File: config.mk
export PLATFORM = sky130hd
export DESIGN_NAME = inst_queue
export DESIGN_NICKNAME = d
export VERILOG_FILES = /design/src/fetch_pkg.sv /design/src/inst_queue.sv
export SDC_FILE = /design/constraint.sdc
export NUM_CORES = 1
export LEC_CHECK = 0
export ABC_CLOCK_PERIOD_IN_PS = 13800
export BUFFER_PORTS_ARGS = -buffer_cell sky130_fd_sc_hd__buf_2
export CORE_MARGIN = 3
export CORE_UTILIZATION = 25
export DETAILED_ROUTE_END_ITERATION = 10
export SLEW_MARGIN = 30
export SYNTH_ARGS = -nofsm -noshare
export SYNTH_HDL_FRONTEND = slang
export SYNTH_SLANG_ARGS = --single-unit
File: constraint.sdc
create_clock -name clk -period 13.8 [get_ports clk]
set_clock_uncertainty 0.2 [all_clocks]
set_input_delay 2.07 -clock clk [delete_from_list [all_inputs] [get_ports clk]]
set_output_delay 2.07 -clock clk [all_outputs]
set_load 0.005 [all_outputs]
File: src/fetch_pkg.sv
package fetch_pkg;

    localparam int ADDR_W = 32;
    localparam int INST_W = 32;

    // word index width of the load port
    // the top level RAM_WORDS_LOG2 defaults to this value
    localparam int LOAD_ADDR_W = 10;

    typedef logic [ADDR_W-1:0] addr_t;
    typedef logic [INST_W-1:0] inst_t;

    localparam addr_t RESET_PC = '0;

    // fetched instruction on its way to the decoder
    typedef struct packed {
        addr_t pc;
        inst_t inst;
    } fetch_entry_t;

    // fetcher to memory controller
    typedef struct packed {
        logic  valid;
        logic  drop;
        addr_t addr;
    } mem_req_t;

    // memory controller to fetcher
    typedef struct packed {
        logic  valid;
        inst_t inst;
    } mem_resp_t;

    // committed jump from the reorder buffer
    typedef struct packed {
        logic  valid;
        addr_t target;
    } redirect_t;

    // program load into the instruction RAM
    typedef struct packed {
        logic                   valid;
        logic [LOAD_ADDR_W-1:0] addr;
        inst_t                  data;
    } load_t;

endpackage
File: src/inst_queue.sv
module inst_queue #(
    parameter int QUEUE_DEPTH = 8
) (
    input  logic                    clk,
    input  logic                    rst,
    input  logic                    flush,
    input  logic                    push_valid,
    input  fetch_pkg::fetch_entry_t push_entry,
    output logic                    deq_valid,
    output fetch_pkg::fetch_entry_t deq_entry,
    input  logic                    deq_ready,
    output logic                    credit_return
);

    localparam int PTR_W = (QUEUE_DEPTH > 1) ? $clog2(QUEUE_DEPTH) : 1;
    localparam int CNT_W = $clog2(QUEUE_DEPTH + 1);

    fetch_pkg::fetch_entry_t entries [QUEUE_DEPTH];

    logic [PTR_W-1:0] wr_ptr;
    logic [PTR_W-1:0] rd_ptr;
    logic [CNT_W-1:0] count;
    logic             do_push;
    logic             do_deq;

    // no full check, the fetcher pushes only with a credit in hand
    assign do_push = push_valid && !flush;
    assign do_deq  = deq_valid && deq_ready;

    assign deq_valid     = (count != '0);
    assign deq_entry     = entries[rd_ptr];
    assign credit_return = do_deq;

    function automatic logic [PTR_W-1:0] ptr_next(input logic [PTR_W-1:0] ptr);
        logic [PTR_W-1:0] nxt;
        if (ptr == PTR_W'(QUEUE_DEPTH - 1)) begin
            nxt = '0;
        end else begin
            nxt = ptr + 1'b1;
        end
        return nxt;
    endfunction

    always_ff @(posedge clk) begin
        if (rst || flush) begin
            wr_ptr <= '0;
            rd_ptr <= '0;
            count  <= '0;
        end else begin
            if (do_push) begin
                wr_ptr <= ptr_next(wr_ptr);
            end
            if (do_deq) begin
                rd_ptr <= ptr_next(rd_ptr);
            end
            count <= count + CNT_W'(do_push) - CNT_W'(do_deq);
        end
    end

    always_ff @(posedge clk) begin
        if (do_push) begin
            entries[wr_ptr] <= push_entry;
        end
    end

endmodule

After elaboration in Yosys (flattened, before gate mapping)
Memory sizes are Yosys's and may differ from the RTL's. A register that Yosys moved wholly into a read port is not among the register bits.
Index checks and enable logic that the tools add are counted.
{ "op_classes": {"n_eq_ne": 2, "reduce_logical": 5, "mux": 6, "add_sub_neg": 4} }
{ "ops": {"columns": ["cell", "n"], "rows": [
  ["two-way mux 3 bit", 4],
  ["adder 3 x 1 -> 3 bit, second input constant", 2],
  ["== test 3 bit, second input constant", 2],
  ["adder 4 x 1 -> 4 bit", 1],
  ["nonzero test 4 bit", 1],
  ["subtractor 4 x 1 -> 4 bit", 1],
  ["logical AND 1 bit", 2],
  ["two-way mux 1 bit", 2],
  ["zero test 1 bit", 1],
  ["logical OR 1 bit", 1]
]} }
{ "totals": {"mem_bits_rw": 512, "mem_count": 1, "out_inout_bits": 66, "input_bits": 69, "reg_bits": 10} }
{ "memory_table": {"columns": ["name", "depth", "word_bits", "rd", "rd_clocked_by_memory_dff", "write_ports", "line_no", "source"], "rows": [
  ["entries", 8, 64, 1, 1, 1, "inst_queue.sv:18", "fetch_pkg::fetch_entry_t entries [QUEUE_DEPTH];"]
]} }

Logic depth before layout (Yosys ltp)
{ "logic_depth": {"ltp_word": 4, "mapped_depth": 9} }

Worst setup path after synthesis
Ideal clock, no wire load.
{ "synth_timing": {"kind": "input to register", "start": "input port push_valid", "end": "memory entries[0][0] (netlist name) (enable)", "setup_ns": 0.565, "arrival_ns": 6.740, "path_stages": 3, "n_path_buf": 0, "path_slack_ns": 6.295, "cell_sequence": "nor2b_1 -> nand2b_1 -> nor3_1"} }
{ "synth_between": {"elab_chain_cells": 3} }
{ "synth_lines": {"columns": ["item", "line_no", "source"], "rows": [
  ["start, declared", "inst_queue.sv:7", "input logic push_valid,"],
  ["logical AND 1 bit", "inst_queue.sv:27", "assign do_push = push_valid && !flush;"],
  ["two-way mux 1 bit", "inst_queue.sv:61", "if (do_push) begin"],
  ["two-way mux 1 bit (not written as such)", "inst_queue.sv:62", "entries[wr_ptr] <= push_entry;"],
  ["end, declared", "inst_queue.sv:18", null]
]} }
No other way between the ends.

==> metrics.cfg <==
[die]
io_pins = 135
core_um2 = 78100
dieArea_um2 = 83000
row_count = 102
die_w_um = 288
start_util_pct = 25.5
die_h_um = 288

[synthesis]
synth.cell_area_um2 = 19900
synth_top_area_cell = edfxtp_1
synth-edff-count = 512
synth-seq-cells = 525
ys_seq_area_share_pct = 78.6
yosys-top-cells-count = edfxtp_1 (512), mux4_2 (128), mux2_2 (64)
syn_nets = 896
ys.flop_type = edfxtp_1
synth.distinct_cells = 30
syn_inst = 818
yosysWarnings = 0
yosys-top-cells-area = edfxtp_1 (77%), mux4_2 (14%), mux2_2 (3.6%), dfxtp_1 (1.3%), buf_6 (0.68%)
synth_top_area_share_pct = 77.3
synth.avg_cell_area_um2 = 24.3
async_flop_share_pct = 0
synth_most_common_cell = edfxtp_1

[critical_path]
path_buf_inv = 3
cpPeakStageDelay_ps = 600
required_ps = 11530
path_delay_family = buffers and inverters
reg2reg_from = wr_ptr[0]$_SDFFE_PP0P_
cp_cell_sequence = buf_16 > buf_6 > mux4_2 > mux2_2 > buf_2
cpMaxStageDelayCell = buf_6
end_kind = output pin
path_class = flip-flop to output pin
ff2ff_setup_slack_ps = 11100
start_kind = flip-flop
crit_path_max_fanout = 48
arrival_ps = 3120

[route]
drtIter0Drc = 700
dr.pass1.iters = 4
drc = 0
wl_um = 43100
wl_per_cell_um = 20.7
vias_per_cell = 4.24
postRouteAntennaNets = 0
vias = 8828

[timing]
worstMarginPinSlew_ps = 914
rsz0062_at_grt = false
min_period_ps = 5390
setup_viol = 0
slew_viol_final = 0
setup-tns-final_ps = 0
slew_headroom_pct = 39.1
fin_crit_sh_pct = 39.1
hold_viol = 0
fmax_mhz = 185

[global_routing]
track_usage_pct = 10.5
grt_pass1_wl_um = 63800
gr-total-overflow = 0
grt_pass1_vias = 9734
antenna_found_initial = 8
grt_max_degree = 64

[layout]
utilization_pct = 30.2
syn2layout_area_growth_pct = 18.7
drive_gt1_share_pct = 42.8
nets = 1073

[status]
status = completed

[placement]
portBuffers = 134
place_congestion = 0.664
detailed_place_hpwl_um = 22400

[worst_hold_path]
min_from = wr_ptr[1]$_SDFFE_PP0P_
hold_class = flip-flop to flip-flop

[clock_tree]
cts_sinks = 525
cts_resized = 0
clk_path_buf_depth = 3
cts_root_buf = clkbuf_16
clock_latency_ps = 600
cts_setup_buffers = 0
postCtsHoldBufs = 0
cts-buffers-inserted = 55
h-tree-depth = 2
clk_pin_slew_ps = 60
cts_tree = done

[pwr]
total_leakage_power_nw = 7.29
vdd_drop_max_v = 0.0000810
pwr_density_cell_nw_per_um2 = 139

[run]
drv_cap = 0

report_power, final:
part / internal [mW] / switching (mW)
sequential: 1.76 / 0.00671
clock: 0.792 / 0.604
combinational: 0.0479 / 0.0582
total: 2.60 / 0.669
per-stage QoR:
step | instances | hold WS [ps] | cell area [um^2] | setup WS (ps) | power, mW
floorplan | 818 | 257 | 19900 | 6300 | 1.85
global placement | 1977 | 269 | 21800 | 8500 | 1.91
detailed placement | 1977 | 281 | 21900 | 8550 | 1.91
CTS | 2079 | 290 | 23600 | 7860 | 3.33
global route | 2080 | 317 | 23600 | 8140 | 3.41
finish | 2083 | 292 | 23600 | 8410 | 3.27
cells by family (layout without fill, tap and decap cells):
family	Yosys count	after routing	synth area share (%)
flops	525	525	78.6
mux	194	194	18.2
xor+xnor	1	1	0.0440
buf+inv	42	264	1.30
other cells	0	3	0
fa+ha+maj	9	9	0.604
compound gates	14	14	0.365
simple gates	33	33	0.856
final timing paths:
check / endpoint / cells past startpoint
worst max register to register: entries[7][50]$_DFFE_PP_ / 4
worst min-delay path: wr_ptr[1]$_SDFFE_PP0P_ / 2
worst min register to register: wr_ptr[1]$_SDFFE_PP0P_ / 2
worst max-delay path: deq_entry[32] / 5
layer usage:
metal | vias up | track usage, % | routed length, um | part of all wire, %
li1 | 3846 | - | - | -
met1 | 4731 | 14.0 | 19000 | 44
met2 | 178 | 17.1 | 20900 | 49
met3 | 71 | 2.33 | 2140 | 5.0
met4 | 2 | 3.18 | 1050 | 2.4
met5 | - | 0 | 7 | 0.016
cells in the final DEF (no fill, tap or decap), types with 4 or more instances in the layout:
master / n
clkinv_2: 14
buf_2: 134
clkinv_1: 7
buf_4: 18
o21ai_0: 4
clkbuf_16: 57
clkbuf_1: 10
nor2_1: 5
ha_1: 8
edfxtp_1: 512
mux4_2: 128
mux2_2: 64
nor2_4: 6
nand2_1: 5
a21oi_1: 9
inv_1: 6
dfxtp_1: 10
registers in the layout, summed over array words and instances, names as in the netlist, named ones only:
register,cells
wr_ptr,3
entries,512
rd_ptr,3
count,4
layout make-up:
class                      count  area [um^2]
multi-input combinational    251         4050
antenna                        3         7.51
clock buffer                  70         1510
fill                        7559        54500
tap                         1040         1300
inverter                       6         22.5
clock inverter                32          213
sequential                   525        15600
timing repair buffer         156          867
worst min-delay path: stages, from the launching register on:
cell and delay [ps]:
dfxtp_1 330, nand2_1 60, a21oi_1 50
(Power assumes the default switching activity.)
