**config.mk**
```make
export PLATFORM = sky130hd
export DESIGN_NAME = mem_ctrl
export DESIGN_NICKNAME = d
export VERILOG_FILES = /design/src/fetch_pkg.sv /design/src/mem_ctrl.sv
export SDC_FILE = /design/constraint.sdc
export NUM_CORES = 1
export LEC_CHECK = 0
export BUFFER_PORTS_ARGS = -buffer_cell sky130_fd_sc_hd__buf_2
export CAP_MARGIN = 20
export CORE_MARGIN = 2
export CORE_UTILIZATION = 42
export CTS_CLUSTER_SIZE = 25
export DETAILED_ROUTE_END_ITERATION = 6
export HOLD_SLACK_MARGIN = 0.05
export PLACE_DENSITY = 0.87
export SLEW_MARGIN = 25
export SYNTH_ARGS = -nofsm -noshare
export SYNTH_HDL_FRONTEND = slang
export SYNTH_SLANG_ARGS = --single-unit
```
**constraint.sdc**
```tcl
create_clock -name clk -period 2.9 [get_ports clk]
set_input_delay 0.145 -clock clk [delete_from_list [all_inputs] [get_ports clk]]
set_output_delay 0.145 -clock clk [all_outputs]
set_load 0.02 [all_outputs]
```
**src/fetch_pkg.sv**
```systemverilog
package fetch_pkg;

    localparam int ADDR_W = 32;
    localparam int INST_W = 32;

    // word index width of the load port
    // the top level RAM_WORDS_LOG2 defaults to this value
    localparam int LOAD_ADDR_W = 10;

    typedef logic [ADDR_W-1:0] addr_t;
    typedef logic [INST_W-1:0] inst_t;

    localparam addr_t RESET_PC = '0;

    // fetched instruction on its way to the decoder
    typedef struct packed {
        addr_t pc;
        inst_t inst;
    } fetch_entry_t;

    // fetcher to memory controller
    typedef struct packed {
        logic  valid;
        logic  drop;
        addr_t addr;
    } mem_req_t;

    // memory controller to fetcher
    typedef struct packed {
        logic  valid;
        inst_t inst;
    } mem_resp_t;

    // committed jump from the reorder buffer
    typedef struct packed {
        logic  valid;
        addr_t target;
    } redirect_t;

    // program load into the instruction RAM
    typedef struct packed {
        logic                   valid;
        logic [LOAD_ADDR_W-1:0] addr;
        inst_t                  data;
    } load_t;

endpackage
```
**src/mem_ctrl.sv**
```systemverilog
module mem_ctrl #(
    // needs at least 2 so the registered RAM read lands in time
    parameter int MEM_LATENCY    = 3,
    parameter int RAM_WORDS_LOG2 = 10
) (
    input  logic                      clk,
    input  logic                      rst,
    input  fetch_pkg::mem_req_t       mem_req,
    output fetch_pkg::mem_resp_t      mem_resp,
    output logic [RAM_WORDS_LOG2-1:0] ram_addr,
    input  fetch_pkg::inst_t          ram_data
);

    localparam int CNT_W = (MEM_LATENCY > 2) ? $clog2(MEM_LATENCY) : 1;

    logic             pending;
    logic [CNT_W-1:0] cnt;
    fetch_pkg::addr_t addr_q;
    logic             resp_valid;
    fetch_pkg::inst_t resp_inst;
    logic             resp_fire;

    // byte address to word index
    assign ram_addr = addr_q[RAM_WORDS_LOG2+1:2];

    // last cycle of the countdown, unless the read is dropped now
    assign resp_fire = pending && (cnt == '0) && !mem_req.drop;

    assign mem_resp = '{valid: resp_valid, inst: resp_inst};

    always_ff @(posedge clk) begin
        if (rst) begin
            pending    <= 1'b0;
            cnt        <= '0;
            resp_valid <= 1'b0;
        end else begin
            resp_valid <= 1'b0;
            if (mem_req.drop) begin
                // pending read is forgotten, no response follows
                pending <= 1'b0;
            end else if (pending) begin
                if (cnt == '0) begin
                    pending    <= 1'b0;
                    resp_valid <= 1'b1;
                end else begin
                    cnt <= cnt - 1'b1;
                end
            end else if (mem_req.valid) begin
                pending <= 1'b1;
                cnt     <= CNT_W'(MEM_LATENCY - 1);
            end
        end
    end

    // request address held for the whole read
    always_ff @(posedge clk) begin
        if (!pending && mem_req.valid) begin
            addr_q <= mem_req.addr;
        end
    end

    always_ff @(posedge clk) begin
        if (resp_fire) begin
            resp_inst <= ram_data;
        end
    end

endmodule

```
# Word-level counts from Yosys, hierarchy flattened
# Index checks and enable logic that the tools add are counted.
# Widths: inputs -> output; s select.
# word_totals
word_cells	26
ff_bits	48
output_inout_bits	43
inputBits	68
# classes
reduce_logical	10
eq_ne	1
muxes	7
addsub	1
n_bitwise	2
# op_table
cell	count
$mux 2	3
$mux 1	4
$logic_and 1x1->1	3
$reduce_and 3->1	1
$reduce_or 3->1	1
$logic_not 1->1	2
$logic_not 2->1	1
$ne 2x2->1 const B	1
$not 1->1	2
$reduce_bool 2->1	1
$reduce_or 2->1	1
$sub 2x1->2 const B	1

# Logic depth before layout (Yosys ltp)
# logic_depth
word_depth	3
ltp_mapped	5

# Worst setup path after synthesis
# No wires, ideal clock.
# synth_path
path_type	register -> register
startpoint	register cnt[0]
endpoint	register resp_inst[0], enable pin
synth_period_minus_slack_ns	1.822
t_arrival_ns	1.429
slack_ns	1.078
setup_time_ns	0.393
path_stages_with_launch	4
n_path_buf	0
path_cell_list	dfxtp_1 -> inv_1 -> ha_1 -> and3b_1
# synth_via
elab_chain_len	3
# synth_rtl
element	line	text
from (decl)	mem_ctrl.sv:17	logic [CNT_W-1:0] cnt;
from (signal assigned)	mem_ctrl.sv:46	cnt <= cnt - 1'b1;
from (signal assigned)	mem_ctrl.sv:50	cnt <= CNT_W'(MEM_LATENCY - 1);
$logic_not 2->1	mem_ctrl.sv:27	assign resp_fire = pending && (cnt == '0) && !mem_req.drop;
$logic_and 1x1->1 (2 in series)	mem_ctrl.sv:27	
via resp_fire	mem_ctrl.sv:21	logic resp_fire;
to (signal assigned)	mem_ctrl.sv:64	resp_inst <= ram_data;
to (decl)	mem_ctrl.sv:20	fetch_pkg::inst_t resp_inst;
# The timed path passes the listed nets, and every way through them passes these cells.
# A chain may end at the register's enable or synchronous reset.

# Worst setup path in the final report
# layout_path
startpoint	register pending
endpoint	register cnt[1]
# layout_via
elab_chain_len	2
elab_cells_between_ends	4
classes_between	eq/ne: 1; mux: 1; reduce/logical: 2
# layout_rtl
element	line	text
from (decl)	mem_ctrl.sv:16	logic pending;
from (signal assigned)	mem_ctrl.sv:33	pending <= 1'b0;
from (signal assigned)	mem_ctrl.sv:40	pending <= 1'b0;
from (signal assigned)	mem_ctrl.sv:43	pending <= 1'b0;
$ne 2x2->1 (no line) / $reduce_bool 2->1 (equally long branches)	-	
$reduce_and 3->1 (no line)	-	
# Parallel ways exist; a longest one is shown, timed or not.

==> results.tsv <==
stage	metric	value	unit
status	outcome	finished clean	
clocking	Bufs on Longest Clock Path	2	
clocking	clock root buffer	clkbuf_4	
setup_path	reg2reg path depth	3	
setup_path	Setup crit start kind	register	
setup_path	reg-to-reg endpoint	cnt[1]	
die	I/O Pins	111	
place	global placement routability congestion	0.648	
drt	wire per inst	16.8	microns
layout	fin cells	248	
drt	uppermost layer routed	met4	
logic_synthesis	Post-synth top flop	edfxtp_1	
clocking	Setup Buffers After CTS	0	
logic_synthesis	mapped cell area	1460	sq um
layout	antenna diode count	0	
drt	Final ANT Viol Nets	0	
setup_path	crit path kind	reg -> reg	
drt	Starting DRT DRC Count	63	
timing	min cycle time layout	1670	ps
drt	DRC errors left	0	
place	post-DP HPWL	2270	microns
logic_synthesis	YS warnings	0	
die	row cnt	21	
logic_synthesis	Mean Syn Cell Area	23.2	sq um
drt	M1 WL	1610	microns
place	PortBufs	88	
global_routing	number of global-route vias before repair	1116	
die	DIE AREA	3960	sq um
die	Die W	62.9	microns
setup_path	Critical Path RT	3170	ps
place	Placed Cells	197	
clocking	clk slew on worst S/H paths	120	ps
setup_path	reg2reg start	pending	
clocking	# resized after CTS	0	
timing	Worst-Margin Slew	923	ps
clocking	number of buffers created by CTS	5	
pwr	power per cell area	542	nW/um^2
setup_path	Critical Path AT	1940	ps
clocking	clock sink total	46	
clocking	H-tree levels	2	
timing	setup_tns	0	ps
timing	Final Cycle Share	57.8	%
layout	# fillers	191	
drt	drt pass-1 iters	4	
die	die height	62.9	microns
setup_path	Worst setup EP type	register	
job	max_cap viols	0	
min_path	Hold Crit Class	in -> reg	
logic_synthesis	async set-reset flop share out of synthesis	0	%
timing	fmax	0.597	GHz
logic_synthesis	part of the Yosys area used for sequential elements	91.9	%
drt	met2 routed WL	2180	microns
setup_path	worst setup path end	cnt[1]	
die	core area	3340	sq um
logic_synthesis	flops & latches, synth	46	
setup_path	Crit Path Max Fanout	11	
global_routing	GR Util All Layers	21.5	%
layout	Layout area overhead	70.6	%
drt	Vias	1144	
logic_synthesis	unique cell type count in the Yosys netlist	15	
logic_synthesis	Synth area leaders	edfxtp_1 (86%), dfxtp_1 (5.5%), nor2b_1 (1.3%)	
logic_synthesis	Mapped Nets	132	
global_routing	initial antenna violation count	0	
setup_path	R2R Setup Slk	1230	ps
logic_synthesis	EDFF count, synth	42	
global_routing	first-pass GRT wire length	6150	microns
pwr	leak pwr	1.04	nW
setup_path	Crit. Startpoint	pending	
drt	final wirelength	4160	microns
timing	final hold vios	0	
drt	Met3 Wirelength	362	microns
layout	Core Util, Final	74.6	%
layout	Nets	270	
timing	# setup viols final	0	
clocking	Skew-Pair Late Insertion Delay	350	ps
global_routing	largest net degree at the start of global routing	34	
clocking	CTS tree	done	
timing	clock skew	16.7	ps
logic_synthesis	share of the synthesized area in the top cell type	86.4	%
die	initial core utilization	43.7	%
logic_synthesis	area leader, netlist	edfxtp_1	
pwr	worst ir drop on vdd	0.347	mV
timing	Slew Limit Fails	0	
logic_synthesis	most common cell in the synthesized netlist	edfxtp_1	
logic_synthesis	Post-synth top cells	edfxtp_1 (42), dfxtp_1 (4), nor2b_1 (3), inv_1 (2), nor2_1 (2)	
timing	unrepaired setup endpoints after global routing	no	
layout	fraction of layout cells with a size suffix above 1	48.0	%
timing	relative slew slack	38.3	%
logic_synthesis	Syn Inst Count	63	
drt	DR vias/cell	4.61	
global_routing	final global-route overflow total	0	
## repair_timing
item,CTS,global route
endpoints found under the hold margin,46,0
hold buffers,43,0
endpoints found under the setup margin,0,0
## power breakdown
| part | internal (W) | total (W) | switching, W |
|---|---|---|---|
| sequential | 0.000745 | 0.000751 | 0.00000638 |
| clock | 0.000266 | 0.000464 | 0.000198 |
| combinational | 0.0000742 | 0.000134 | 0.0000597 |
## flip-flops by register name, summed over array words and instances (netlist names)
name	cells
resp_inst	32
cnt	2
resp_valid	1
addr_q	10
pending	1
## metrics by stage
| step | cell area [sq um] | total power (W) | setup WS, ps | hold slack [ps] |
|---|---|---|---|---|
| after global routing | 2490 | 0.00140 | 1060 | 161 |
| after detailed placement | 1960 | 0.000850 | 1240 | 323 |
| final | 2490 | 0.00135 | 1230 | 182 |
| after global placement | 1960 | 0.000843 | 1400 | 322 |
| after CTS | 2490 | 0.00135 | 1210 | 151 |
| after floorplan | 1460 | 0.000800 | 1080 | 210 |
## cells by family after synthesis
group | count (synthesis) | synth area share [%]
simple gates | 8 | 3.69
fa+ha+maj | 1 | 0.857
compound gates | 5 | 2.49
buf+inv | 3 | 1.03
flops | 46 | 91.9
## worst max-delay path: stages, from the launching register on
cell	delay, ps
dfxtp_1	390
nor2b_1	740
o21bai_1	240
a211oi_2	250
## layout make-up
cell class | instances | area [sq um] | area share, %
Timing Repair Buffer | 132 | 878 | 35.3
Multi-Input combinational cell | 14 | 103 | 4.12
Inverter | 2 | 7.51 | 0.302
Sequential cell | 46 | 1340 | 53.9
Clock inverter | 3 | 63.8 | 2.56
Clock buffer | 5 | 37.5 | 1.51
Tap cell | 46 | 57.6 | 2.31
## cell usage in the layout (no fill, tap or decap)
cell type,count
a211oi_2,1
a21oi_1,1
a31oi_1,1
and3b_1,1
buf_2,88
buf_4,1
bufinv_16,2
clkbuf_4,5
clkinv_1,1
dfxtp_1,4
dlygate4sd3_1,43
edfxtp_1,42
ha_1,1
inv_1,2
nor2_1,2
nor2b_1,3
nor4b_1,1
nor4bb_1,1
o21ai_0,1
o21bai_1,1
## metal layers
| metal | up-vias | global-route usage [%] |
|---|---|---|
| li1 | 520 | - |
| met2 | 63 | 37.4 |
| met5 | - | 0 |
| met3 | 2 | 8.29 |
| met1 | 559 | 25.6 |
| met4 | 0 | 4.17 |
## worst min-delay path by stage
stage                 from           end  slack [ps]  cells past startpoint
2_1_floorplan          rst        cnt[1]         210                      1
3_3_place_gp   ram_data[4]  resp_inst[4]         320                      1
3_5_place_dp   ram_data[0]  resp_inst[0]         320                      1
4_1_cts        mem_req[32]       pending         150                      3
5_1_grt        mem_req[32]       pending         160                      3
6_report       mem_req[32]       pending         180                      3
Note: power is estimated with default switching activity, not from simulation.
