===== src/fetch_pkg.sv =====
package fetch_pkg;

    localparam int ADDR_W = 32;
    localparam int INST_W = 32;

    // word index width of the load port
    // the top level RAM_WORDS_LOG2 defaults to this value
    localparam int LOAD_ADDR_W = 10;

    typedef logic [ADDR_W-1:0] addr_t;
    typedef logic [INST_W-1:0] inst_t;

    localparam addr_t RESET_PC = '0;

    // fetched instruction on its way to the decoder
    typedef struct packed {
        addr_t pc;
        inst_t inst;
    } fetch_entry_t;

    // fetcher to memory controller
    typedef struct packed {
        logic  valid;
        logic  drop;
        addr_t addr;
    } mem_req_t;

    // memory controller to fetcher
    typedef struct packed {
        logic  valid;
        inst_t inst;
    } mem_resp_t;

    // committed jump from the reorder buffer
    typedef struct packed {
        logic  valid;
        addr_t target;
    } redirect_t;

    // program load into the instruction RAM
    typedef struct packed {
        logic                   valid;
        logic [LOAD_ADDR_W-1:0] addr;
        inst_t                  data;
    } load_t;

endpackage

===== src/fetch_unit.sv =====
module fetch_unit #(
    parameter int ICACHE_LINES = 64,
    parameter int QUEUE_DEPTH  = 8
) (
    input  logic                    clk,
    input  logic                    rst,
    input  logic                    rdy,
    input  fetch_pkg::redirect_t    redirect,
    output fetch_pkg::mem_req_t     mem_req,
    input  fetch_pkg::mem_resp_t    mem_resp,
    output logic                    push_valid,
    output fetch_pkg::fetch_entry_t push_entry,
    input  logic                    credit_return
);

    localparam int IDX_W    = $clog2(ICACHE_LINES);
    localparam int TAG_W    = fetch_pkg::ADDR_W - IDX_W - 2;
    localparam int CREDIT_W = $clog2(QUEUE_DEPTH + 1);

    // how far the fill pc may run ahead before it would evict the current line
    localparam fetch_pkg::addr_t FILL_WINDOW = fetch_pkg::addr_t'(ICACHE_LINES * 4);

    typedef enum logic {
        FILL_IDLE,
        FILL_FETCH
    } fill_state_t;

    fill_state_t         fill_state;
    fetch_pkg::addr_t    pc;
    fetch_pkg::addr_t    fill_pc;
    logic [CREDIT_W-1:0] credits;

    // direct-mapped cache, one word per line
    logic [ICACHE_LINES-1:0] line_valid;
    logic [TAG_W-1:0]        tag_arr [ICACHE_LINES];
    fetch_pkg::inst_t        data_arr [ICACHE_LINES];

    logic             req_valid;
    logic             req_drop;
    fetch_pkg::addr_t req_addr;

    logic [IDX_W-1:0] pc_idx;
    logic [TAG_W-1:0] pc_tag;
    logic [IDX_W-1:0] fill_idx;
    logic [TAG_W-1:0] fill_tag;
    fetch_pkg::addr_t fill_ahead;
    logic             fill_behind;
    logic             fill_room;
    logic             fill_done;
    logic             hit;
    logic             do_push;

    assign pc_idx   = pc[IDX_W+1:2];
    assign pc_tag   = pc[fetch_pkg::ADDR_W-1:IDX_W+2];
    assign fill_idx = fill_pc[IDX_W+1:2];
    assign fill_tag = fill_pc[fetch_pkg::ADDR_W-1:IDX_W+2];

    assign hit     = line_valid[pc_idx] && (tag_arr[pc_idx] == pc_tag);
    assign do_push = rdy && hit && (credits != '0);

    // fill pc can fall behind when the pc hits stale but correct lines
    assign fill_ahead  = fill_pc - pc;
    assign fill_behind = fill_ahead[fetch_pkg::ADDR_W-1];
    assign fill_room   = fill_ahead < FILL_WINDOW;

    // a read already in flight still lands while rdy is low
    assign fill_done = (fill_state == FILL_FETCH) && mem_resp.valid;

    assign mem_req = '{valid: req_valid, drop: req_drop, addr: req_addr};

    always_ff @(posedge clk) begin
        if (rst) begin
            pc         <= fetch_pkg::RESET_PC;
            fill_pc    <= fetch_pkg::RESET_PC;
            fill_state <= FILL_IDLE;
            credits    <= CREDIT_W'(QUEUE_DEPTH);
            line_valid <= '0;
            push_valid <= 1'b0;
            req_valid  <= 1'b0;
            req_drop   <= 1'b0;
            req_addr   <= fetch_pkg::RESET_PC;
        end else if (redirect.valid) begin
            // queue is flushed in this same cycle
            pc         <= redirect.target;
            fill_pc    <= redirect.target;
            fill_state <= FILL_IDLE;
            credits    <= CREDIT_W'(QUEUE_DEPTH);
            push_valid <= 1'b0;
            req_valid  <= 1'b0;
            req_drop   <= 1'b1;
        end else begin
            push_valid <= do_push;
            req_valid  <= 1'b0;
            req_drop   <= 1'b0;
            credits    <= credits - CREDIT_W'(do_push) + CREDIT_W'(credit_return);

            if (do_push) begin
                pc <= pc + 32'd4;
            end

            case (fill_state)
                FILL_IDLE: begin
                    if (rdy) begin
                        if (fill_behind) begin
                            fill_pc <= pc;
                        end else if (fill_room) begin
                            req_valid  <= 1'b1;
                            req_addr   <= fill_pc;
                            fill_state <= FILL_FETCH;
                        end
                    end
                end
                FILL_FETCH: begin
                    if (fill_done) begin
                        line_valid[fill_idx] <= 1'b1;
                        fill_pc              <= fill_pc + 32'd4;
                        fill_state           <= FILL_IDLE;
                    end
                end
                default: fill_state <= FILL_IDLE;
            endcase
        end
    end

    // line contents
    always_ff @(posedge clk) begin
        if (fill_done && !redirect.valid) begin
            tag_arr[fill_idx]  <= fill_tag;
            data_arr[fill_idx] <= mem_resp.inst;
        end
    end

    always_ff @(posedge clk) begin
        if (do_push && !redirect.valid) begin
            push_entry <= '{pc: pc, inst: data_arr[pc_idx]};
        end
    end

endmodule


===== config.mk =====
export PLATFORM = sky130hd
export DESIGN_NAME = fetch_unit
export DESIGN_NICKNAME = d
export VERILOG_FILES = /design/src/fetch_pkg.sv /design/src/fetch_unit.sv
export SDC_FILE = /design/constraint.sdc
export NUM_CORES = 2
export LEC_CHECK = 0
export BUFFER_PORTS_ARGS = -buffer_cell sky130_fd_sc_hd__buf_2
export CAP_MARGIN = 20
export CORE_MARGIN = 4
export CORE_UTILIZATION = 39
export DETAILED_ROUTE_END_ITERATION = 7
export GPL_TIMING_DRIVEN = 0
export PLACE_DENSITY = 0.59
export SLEW_MARGIN = 10
export SYNTH_ARGS = -nofsm -noshare
export SYNTH_HDL_FRONTEND = slang
export SYNTH_SLANG_ARGS = --single-unit
export TNS_END_PERCENT = 50

===== constraint.sdc =====
create_clock -name clk -period 10.69 [get_ports clk]
set_clock_uncertainty 0.1 [all_clocks]
set_input_delay 2.138 -clock clk [delete_from_list [all_inputs] [get_ports clk]]
set_output_delay 2.138 -clock clk [all_outputs]
set_load 0.02 [all_outputs]

### Yosys cells after proc, flatten, opt, wreduce, memory -nomap -nowiden

Memory sizes are Yosys's and may differ from the RTL's. A register that Yosys moved wholly into a read port is not among the register bits.
Index checks and enable logic that the tools add are counted.

* register bits after elaboration: 200
* RAM bits: 3584
* input bits: 70
* output and inout bits: 99
* word-level logic and storage cells: 65
* memories: 2

* $add $sub $neg: 5
* order comparisons: 4
* equality and inequality tests: 4
* muxes and demuxes: 21
* bitwise logic cells: 4
* reductions and logical operators: 15

Memory list
* data_arr: words 64, width 32, read ports 1, clocked after Yosys merged registers in 1, write ports 1, line fetch_unit.sv:36 `fetch_pkg::inst_t data_arr [ICACHE_LINES];`
* tag_arr: words 64, width 24, read ports 1, clocked after Yosys merged registers in 1, write ports 1, line fetch_unit.sv:35 `logic [TAG_W-1:0] tag_arr [ICACHE_LINES];`

Operator list (count)
* 2-to-1 mux 32 bit: 6
* adder 32 x 3 -> 32 bit, second input constant: 2
* OR 64 bit: 1
* one-hot mux 32 bit (2 select lines): 1
* < comparator 32 x 9 -> 1 bit, second input constant: 1
* subtractor 32 bit: 1
* equality test 24 bit: 1
* < comparator 6 x 7 -> 1 bit, second input constant: 2
* 2-to-1 mux 6 bit: 2
* 2-to-1 mux 1 bit: 9
* logical AND 1 bit: 7
* binary-select mux 1 bit (select 6 bit): 1
* demux 1 bit (select 6 bit): 1
* greater-or-equal comparator 6 x 1 -> 1 bit, second input constant: 1
* != test 3 bit, second input constant: 2
* AND reduction 3 bit: 2
* AND reduction 5 bit: 1
* adder 4 x 1 -> 4 bit: 1
* nonzero test 4 bit: 1
* subtractor 4 x 1 -> 4 bit: 1
* != test 3 x 2 -> 1 bit, second input constant: 1
* NOT 1 bit: 3
* OR reduction 3 bit: 1
* one-hot mux 1 bit (2 select lines): 1
* other kinds (3): 3

### Depth between registers and ports, before layout

* depth after elaboration: 9
* depth in mapped cells: 24

### Worst setup path after synthesis

No wires, ideal clock.

* path type: flip-flop to flip-flop
* from: register with a tool-made name
* to: register, netlist name push_entry[0]
* arrival: 5804 ps
* data required time: 10103 ps
* setup slack: 4300 ps
* stages on the path, launching flop included: 15
* period minus slack after synthesis: 6390 ps
* cell sequence: dfxtp_1 > buf_6 > buf_6 > buf_8 > buf_4 > mux2_2 > o21ai_0 > o21ai_0 > or3_1 > a2111oi_2 > o2bb2ai_2 > o21ai_0 > nor4_1 > nand4_1 > nor2_1

### Final worst setup path

* from: register pc[4]
* to: register req_addr[27]

* longest elaborated chain between the ends: 3
* elaborated cells between the ends (all ways): 4

Ends and longest elaborated chain
* start, declared: line fetch_unit.sv:29 `fetch_pkg::addr_t pc;`
* start signal, assigned: line fetch_unit.sv:73 `pc <= fetch_pkg::RESET_PC;`
* start signal, assigned: line fetch_unit.sv:84 `pc <= redirect.target;`
* start signal, assigned: line fetch_unit.sv:98 `pc <= pc + 32'd4;`
* subtractor 32 bit *: line fetch_unit.sv:62 `assign fill_ahead = fill_pc - pc;`
* < comparator 32 x 9 -> 1 bit or NOT 1 bit (tied branches)
* AND reduction 5 bit (no source line) *
* end signal, assigned: line fetch_unit.sv:81 `req_addr <= fetch_pkg::RESET_PC;`
* end signal, assigned: line fetch_unit.sv:108 `req_addr <= fill_pc;`
* end, declared: line fetch_unit.sv:40 `fetch_pkg::addr_t req_addr;`

Every way passes the cells marked *; elsewhere a longest branch is shown, timed or not.
A chain may end at the register's enable or synchronous reset.

==> impl_metrics.csv <==
group,metric,value,unit
global_routing,grt_pass1_vias,80000,
synthesis,synth_warnings,0,
place,preCtsSetupSlack,3.64,ns
setup_path,rrSetupSlack,3.31,ns
setup_path,arrival,8.17,ns
synthesis,syn_nets,7121,
synthesis,synth_seq_cells,3822,
power,power.share.clock,40.1,%
timing,rsz0062_at_grt,"false",
cts,cts.htree.levels,5,
cts,worstSkewPairLatency,1.00,ns
global_routing,grt_antenna_before_repair,35,
global_routing,gr-usage-all-layers,26.6,%
layout,nFillCells,31600,
die,die-area,0.394,mm^2
timing,tightest_slew,1.47,ns
hold_path,hold_class,"flip-flop to flip-flop",
power,combPwrFrac,8.3,%
power,p_leak,0.0552,uW
global_routing,overflow,0,
timing,drv_slew,0,
run_status,status,"finished, final reports clean",
place,place_inst,12600,
setup_path,cp.required,11.48,ns
synthesis,synth_top_area_share,73.2,%
timing,fin_ws,3.31,ns
place,io_buffers,168,
die,die_y,628,um
timing,finalSetupViolations,0,
synthesis,ys_seq_area_share,75.5,%
setup_path,critPathLaunch,"pc[4]$_SDFFE_PP0N_",
route,wl_per_cell,40.1,um
die,start_util,39.2,%
setup_path,cp-endpoint,"req_addr[27]$_SDFFE_PP0P_",
power,intPower,24900,uW
route,antenna_left,0,
power,power.density,185,mW/mm^2
layout,final_nets,8031,
cts,cts-root-buf,"clkbuf_16",
layout,fin_cells,13300,
layout,syn2layout_area_growth,18.1,%
synthesis,syn_area,0.150,mm^2
place,gp_congestion,0.932,
route,drc,0,
global_routing,grt_first_pass_wirelength,710000,um
timing,fmax,136,MHz
cts,cts_tree,"yes",
synthesis,syn_inst,7013,
cts,cts_hold_buf,0,
timing,min_period_over_period,69.0,%
cts,cts_resized,0,
cts,numClockSinks,3822,
timing,finalHoldViolations,0,
global_routing,grt_max_degree,73,
route,vias,83700,
die,rows,227,
synthesis,yosysMostFrequentCell,"edfxtp_1",
timing,relSlewSlack,2.20,%
place,hpwlAfterDp,369000,um
route,drt_iter0_drc,14300,
cts,clk_path_buf_depth,4,
setup_path,cp_max_fo,10,
route,drt-pass1-iter-count,8,
route,drt-total-wl,533000,um
layout,drive_gt1_share,29.3,%
setup_path,cp-start-kind,"flip-flop",
power,p_sw_share,23.7,%
cts,cts_buffers,384,
flow_run,cap_viol_max_count,0,
power,seqPwrFrac,51.6,%
synthesis,synth_top_area_cell,"edfxtp_1",
synthesis,synthTopCellsByArea,"edfxtp_1 (73%), mux4_2 (15%), dfxtp_1 (2.3%), mux2i_1 (1.5%), nor2_1 (0.77%)",
synthesis,synth-edff-count,3648,
power,switching_power,7760,uW
synthesis,ys_async_sr_fraction,0,%
die,pin_count,169,
setup_path,path_class,"flip-flop to flip-flop",
setup_path,end_kind,"flip-flop",
power,irDropWorstVdd,0.137,mV
setup_path,worstRegToRegCells,17,
setup_path,r2r-start,"pc[4]$_SDFFE_PP0N_",
timing,fin_crit,7.38,ns
cts,cts.clk_slew.worst_paths,0.06,ns
timing,whs,0.340,ns
cts,cts_setup_buffers,0,
setup_path,reg2reg_to,"req_addr[27]$_SDFFE_PP0P_",
layout,fin_util,46.2,%
synthesis,synthDistinctLibCells,98,
synthesis,synthTopCellsByCount,"edfxtp_1 (3648), mux4_2 (1003), nor2_1 (307)",
synthesis,synth.avg_cell_area,21.3,um^2
die,die_w,628,um
synthesis,synthFlopType,"edfxtp_1",
route,via_per_inst,6.30,
die,core_area,0.382,mm^2
==> how the worst min path moves through the flow <==
stage | depth (start not counted) | slack, ns | startpoint | end
2_1_floorplan | 0 | 0.30 | pc[17]$_SDFFE_PP0N_ | push_entry[49]$_DFFE_PP_
5_1_grt | 0 | 0.36 | pc[29]$_SDFFE_PP0N_ | push_entry[61]$_DFFE_PP_
3_5_place_dp | 0 | 0.32 | pc[4]$_SDFFE_PP0N_ | push_entry[36]$_DFFE_PP_
6_report | 0 | 0.34 | pc[29]$_SDFFE_PP0N_ | push_entry[61]$_DFFE_PP_
4_1_cts | 0 | 0.34 | pc[4]$_SDFFE_PP0N_ | push_entry[36]$_DFFE_PP_
3_3_place_gp | 0 | 0.32 | pc[4]$_SDFFE_PP0N_ | push_entry[36]$_DFFE_PP_
==> flip-flops by register name (all words and copies together) (netlist names), named ones only <==
signal / count
fill_pc: 32
req_addr: 32
line_valid: 64
pc: 32
push_entry: 64
tag_arr: 1536
data_arr: 2048
fill_state: 1
req_valid: 1
req_drop: 1
credits: 4
push_valid: 1
==> critical path: stages (launching register included) <==
cell	delay, ns
dfxtp_1	0.33
clkbuf_1	0.50
clkbuf_2	0.66
clkbuf_2	0.68
buf_2	0.70
inv_1	0.27
ha_1	0.40
and2_1	0.14
o21ai_0	0.11
o211a_1	0.22
a2111oi_1	0.67
mux2i_1	0.28
or3_1	0.37
nor4_1	0.29
nand4_1	0.24
nor4b_4	0.67
buf_4	0.34
mux2i_1	0.22
==> final cells by class <==
| class | instances | area (um^2) | area share (%) |
|---|---|---|---|
| Inverter | 54 | 203 | 0.115 |
| Antenna cell | 20 | 50.0 | 0.0283 |
| Clock buffer | 481 | 10200 | 5.74 |
| Sequential cell | 3822 | 113000 | 64.0 |
| Timing Repair Buffer | 524 | 8090 | 4.57 |
| Buffer | 390 | 2140 | 1.21 |
| Multi-Input combinational cell | 2747 | 34900 | 19.8 |
| Tap cell | 5038 | 6300 | 3.57 |
| Clock inverter | 207 | 1790 | 1.01 |
==> power groups by stage <==
stage / combinational [uW] / clock [uW] / sequential [uW]
final: 2730 / 13100 / 16900
after detailed placement: 2660 / 0 / 17200
after global routing: 2810 / 13900 / 16900
after floorplan: 1420 / 0 / 17100
after CTS: 2670 / 13200 / 16900
after global placement: 2400 / 0 / 17300
==> logic make-up (layout without fill, tap and decap cells) <==
group / Yosys count / after routing / share of synthesized area, %
and+or+nand+nor: 888 / 888 / 2.99
xor gates and xnor gates: 78 / 78 / 0.456
muxes: 1249 / 1249 / 16.8
buffers and inverters: 444 / 1656 / 1.51
DFF: 3822 / 3822 / 75.5
AOI/OAI and AO/OA: 494 / 494 / 2.46
adders and majority gates: 38 / 38 / 0.323
other: 0 / 20 / 0
==> metrics by stage <==
step / cell area [um^2] / setup TNS, ns / total power [uW]
CTS: 176000 / 0 / 32700
global placement: 157000 / -4465.40 / 19700
finish: 177000 / 0 / 32700
floorplan: 150000 / 0 / 18500
detailed placement: 164000 / 0 / 19800
global route: 177000 / 0 / 33500
==> cells in the final DEF (no fill, tap or decap), drive strengths merged, types with 21 or more instances in the layout <==
master,synthesis,layout
edfxtp,3648,3648
mux4,1004,1004
buf,184,707
clkbuf,206,688
nor2,308,308
mux2i,224,224
dfxtp,174,174
clkinv,0,159
nand2,152,152
a22oi,96,96
nand3,88,88
nand2b,83,83
inv,54,67
a211oi,61,61
nor3,57,57
xnor2,53,53
o21ai,52,52
a21oi,50,50
ha,37,37
nand4,33,33
o211ai,28,28
bufinv,0,26
xor2,25,25
nor2b,23,23
nor4,23,23
or3,22,22
mux2,21,21
==> metal layers <==
metal,wire length (um),GRT usage (%),part of all wire [%],vias to the layer above
li1,-,-,-,31300
met1,194000,35.3,36,44700
met2,244000,41.3,46,6237
met3,62400,6.57,12,1402
met4,32500,13.1,6.1,14
met5,248,0.136,0.047,-
No activity file was read; power rests on OpenSTA's default activity.
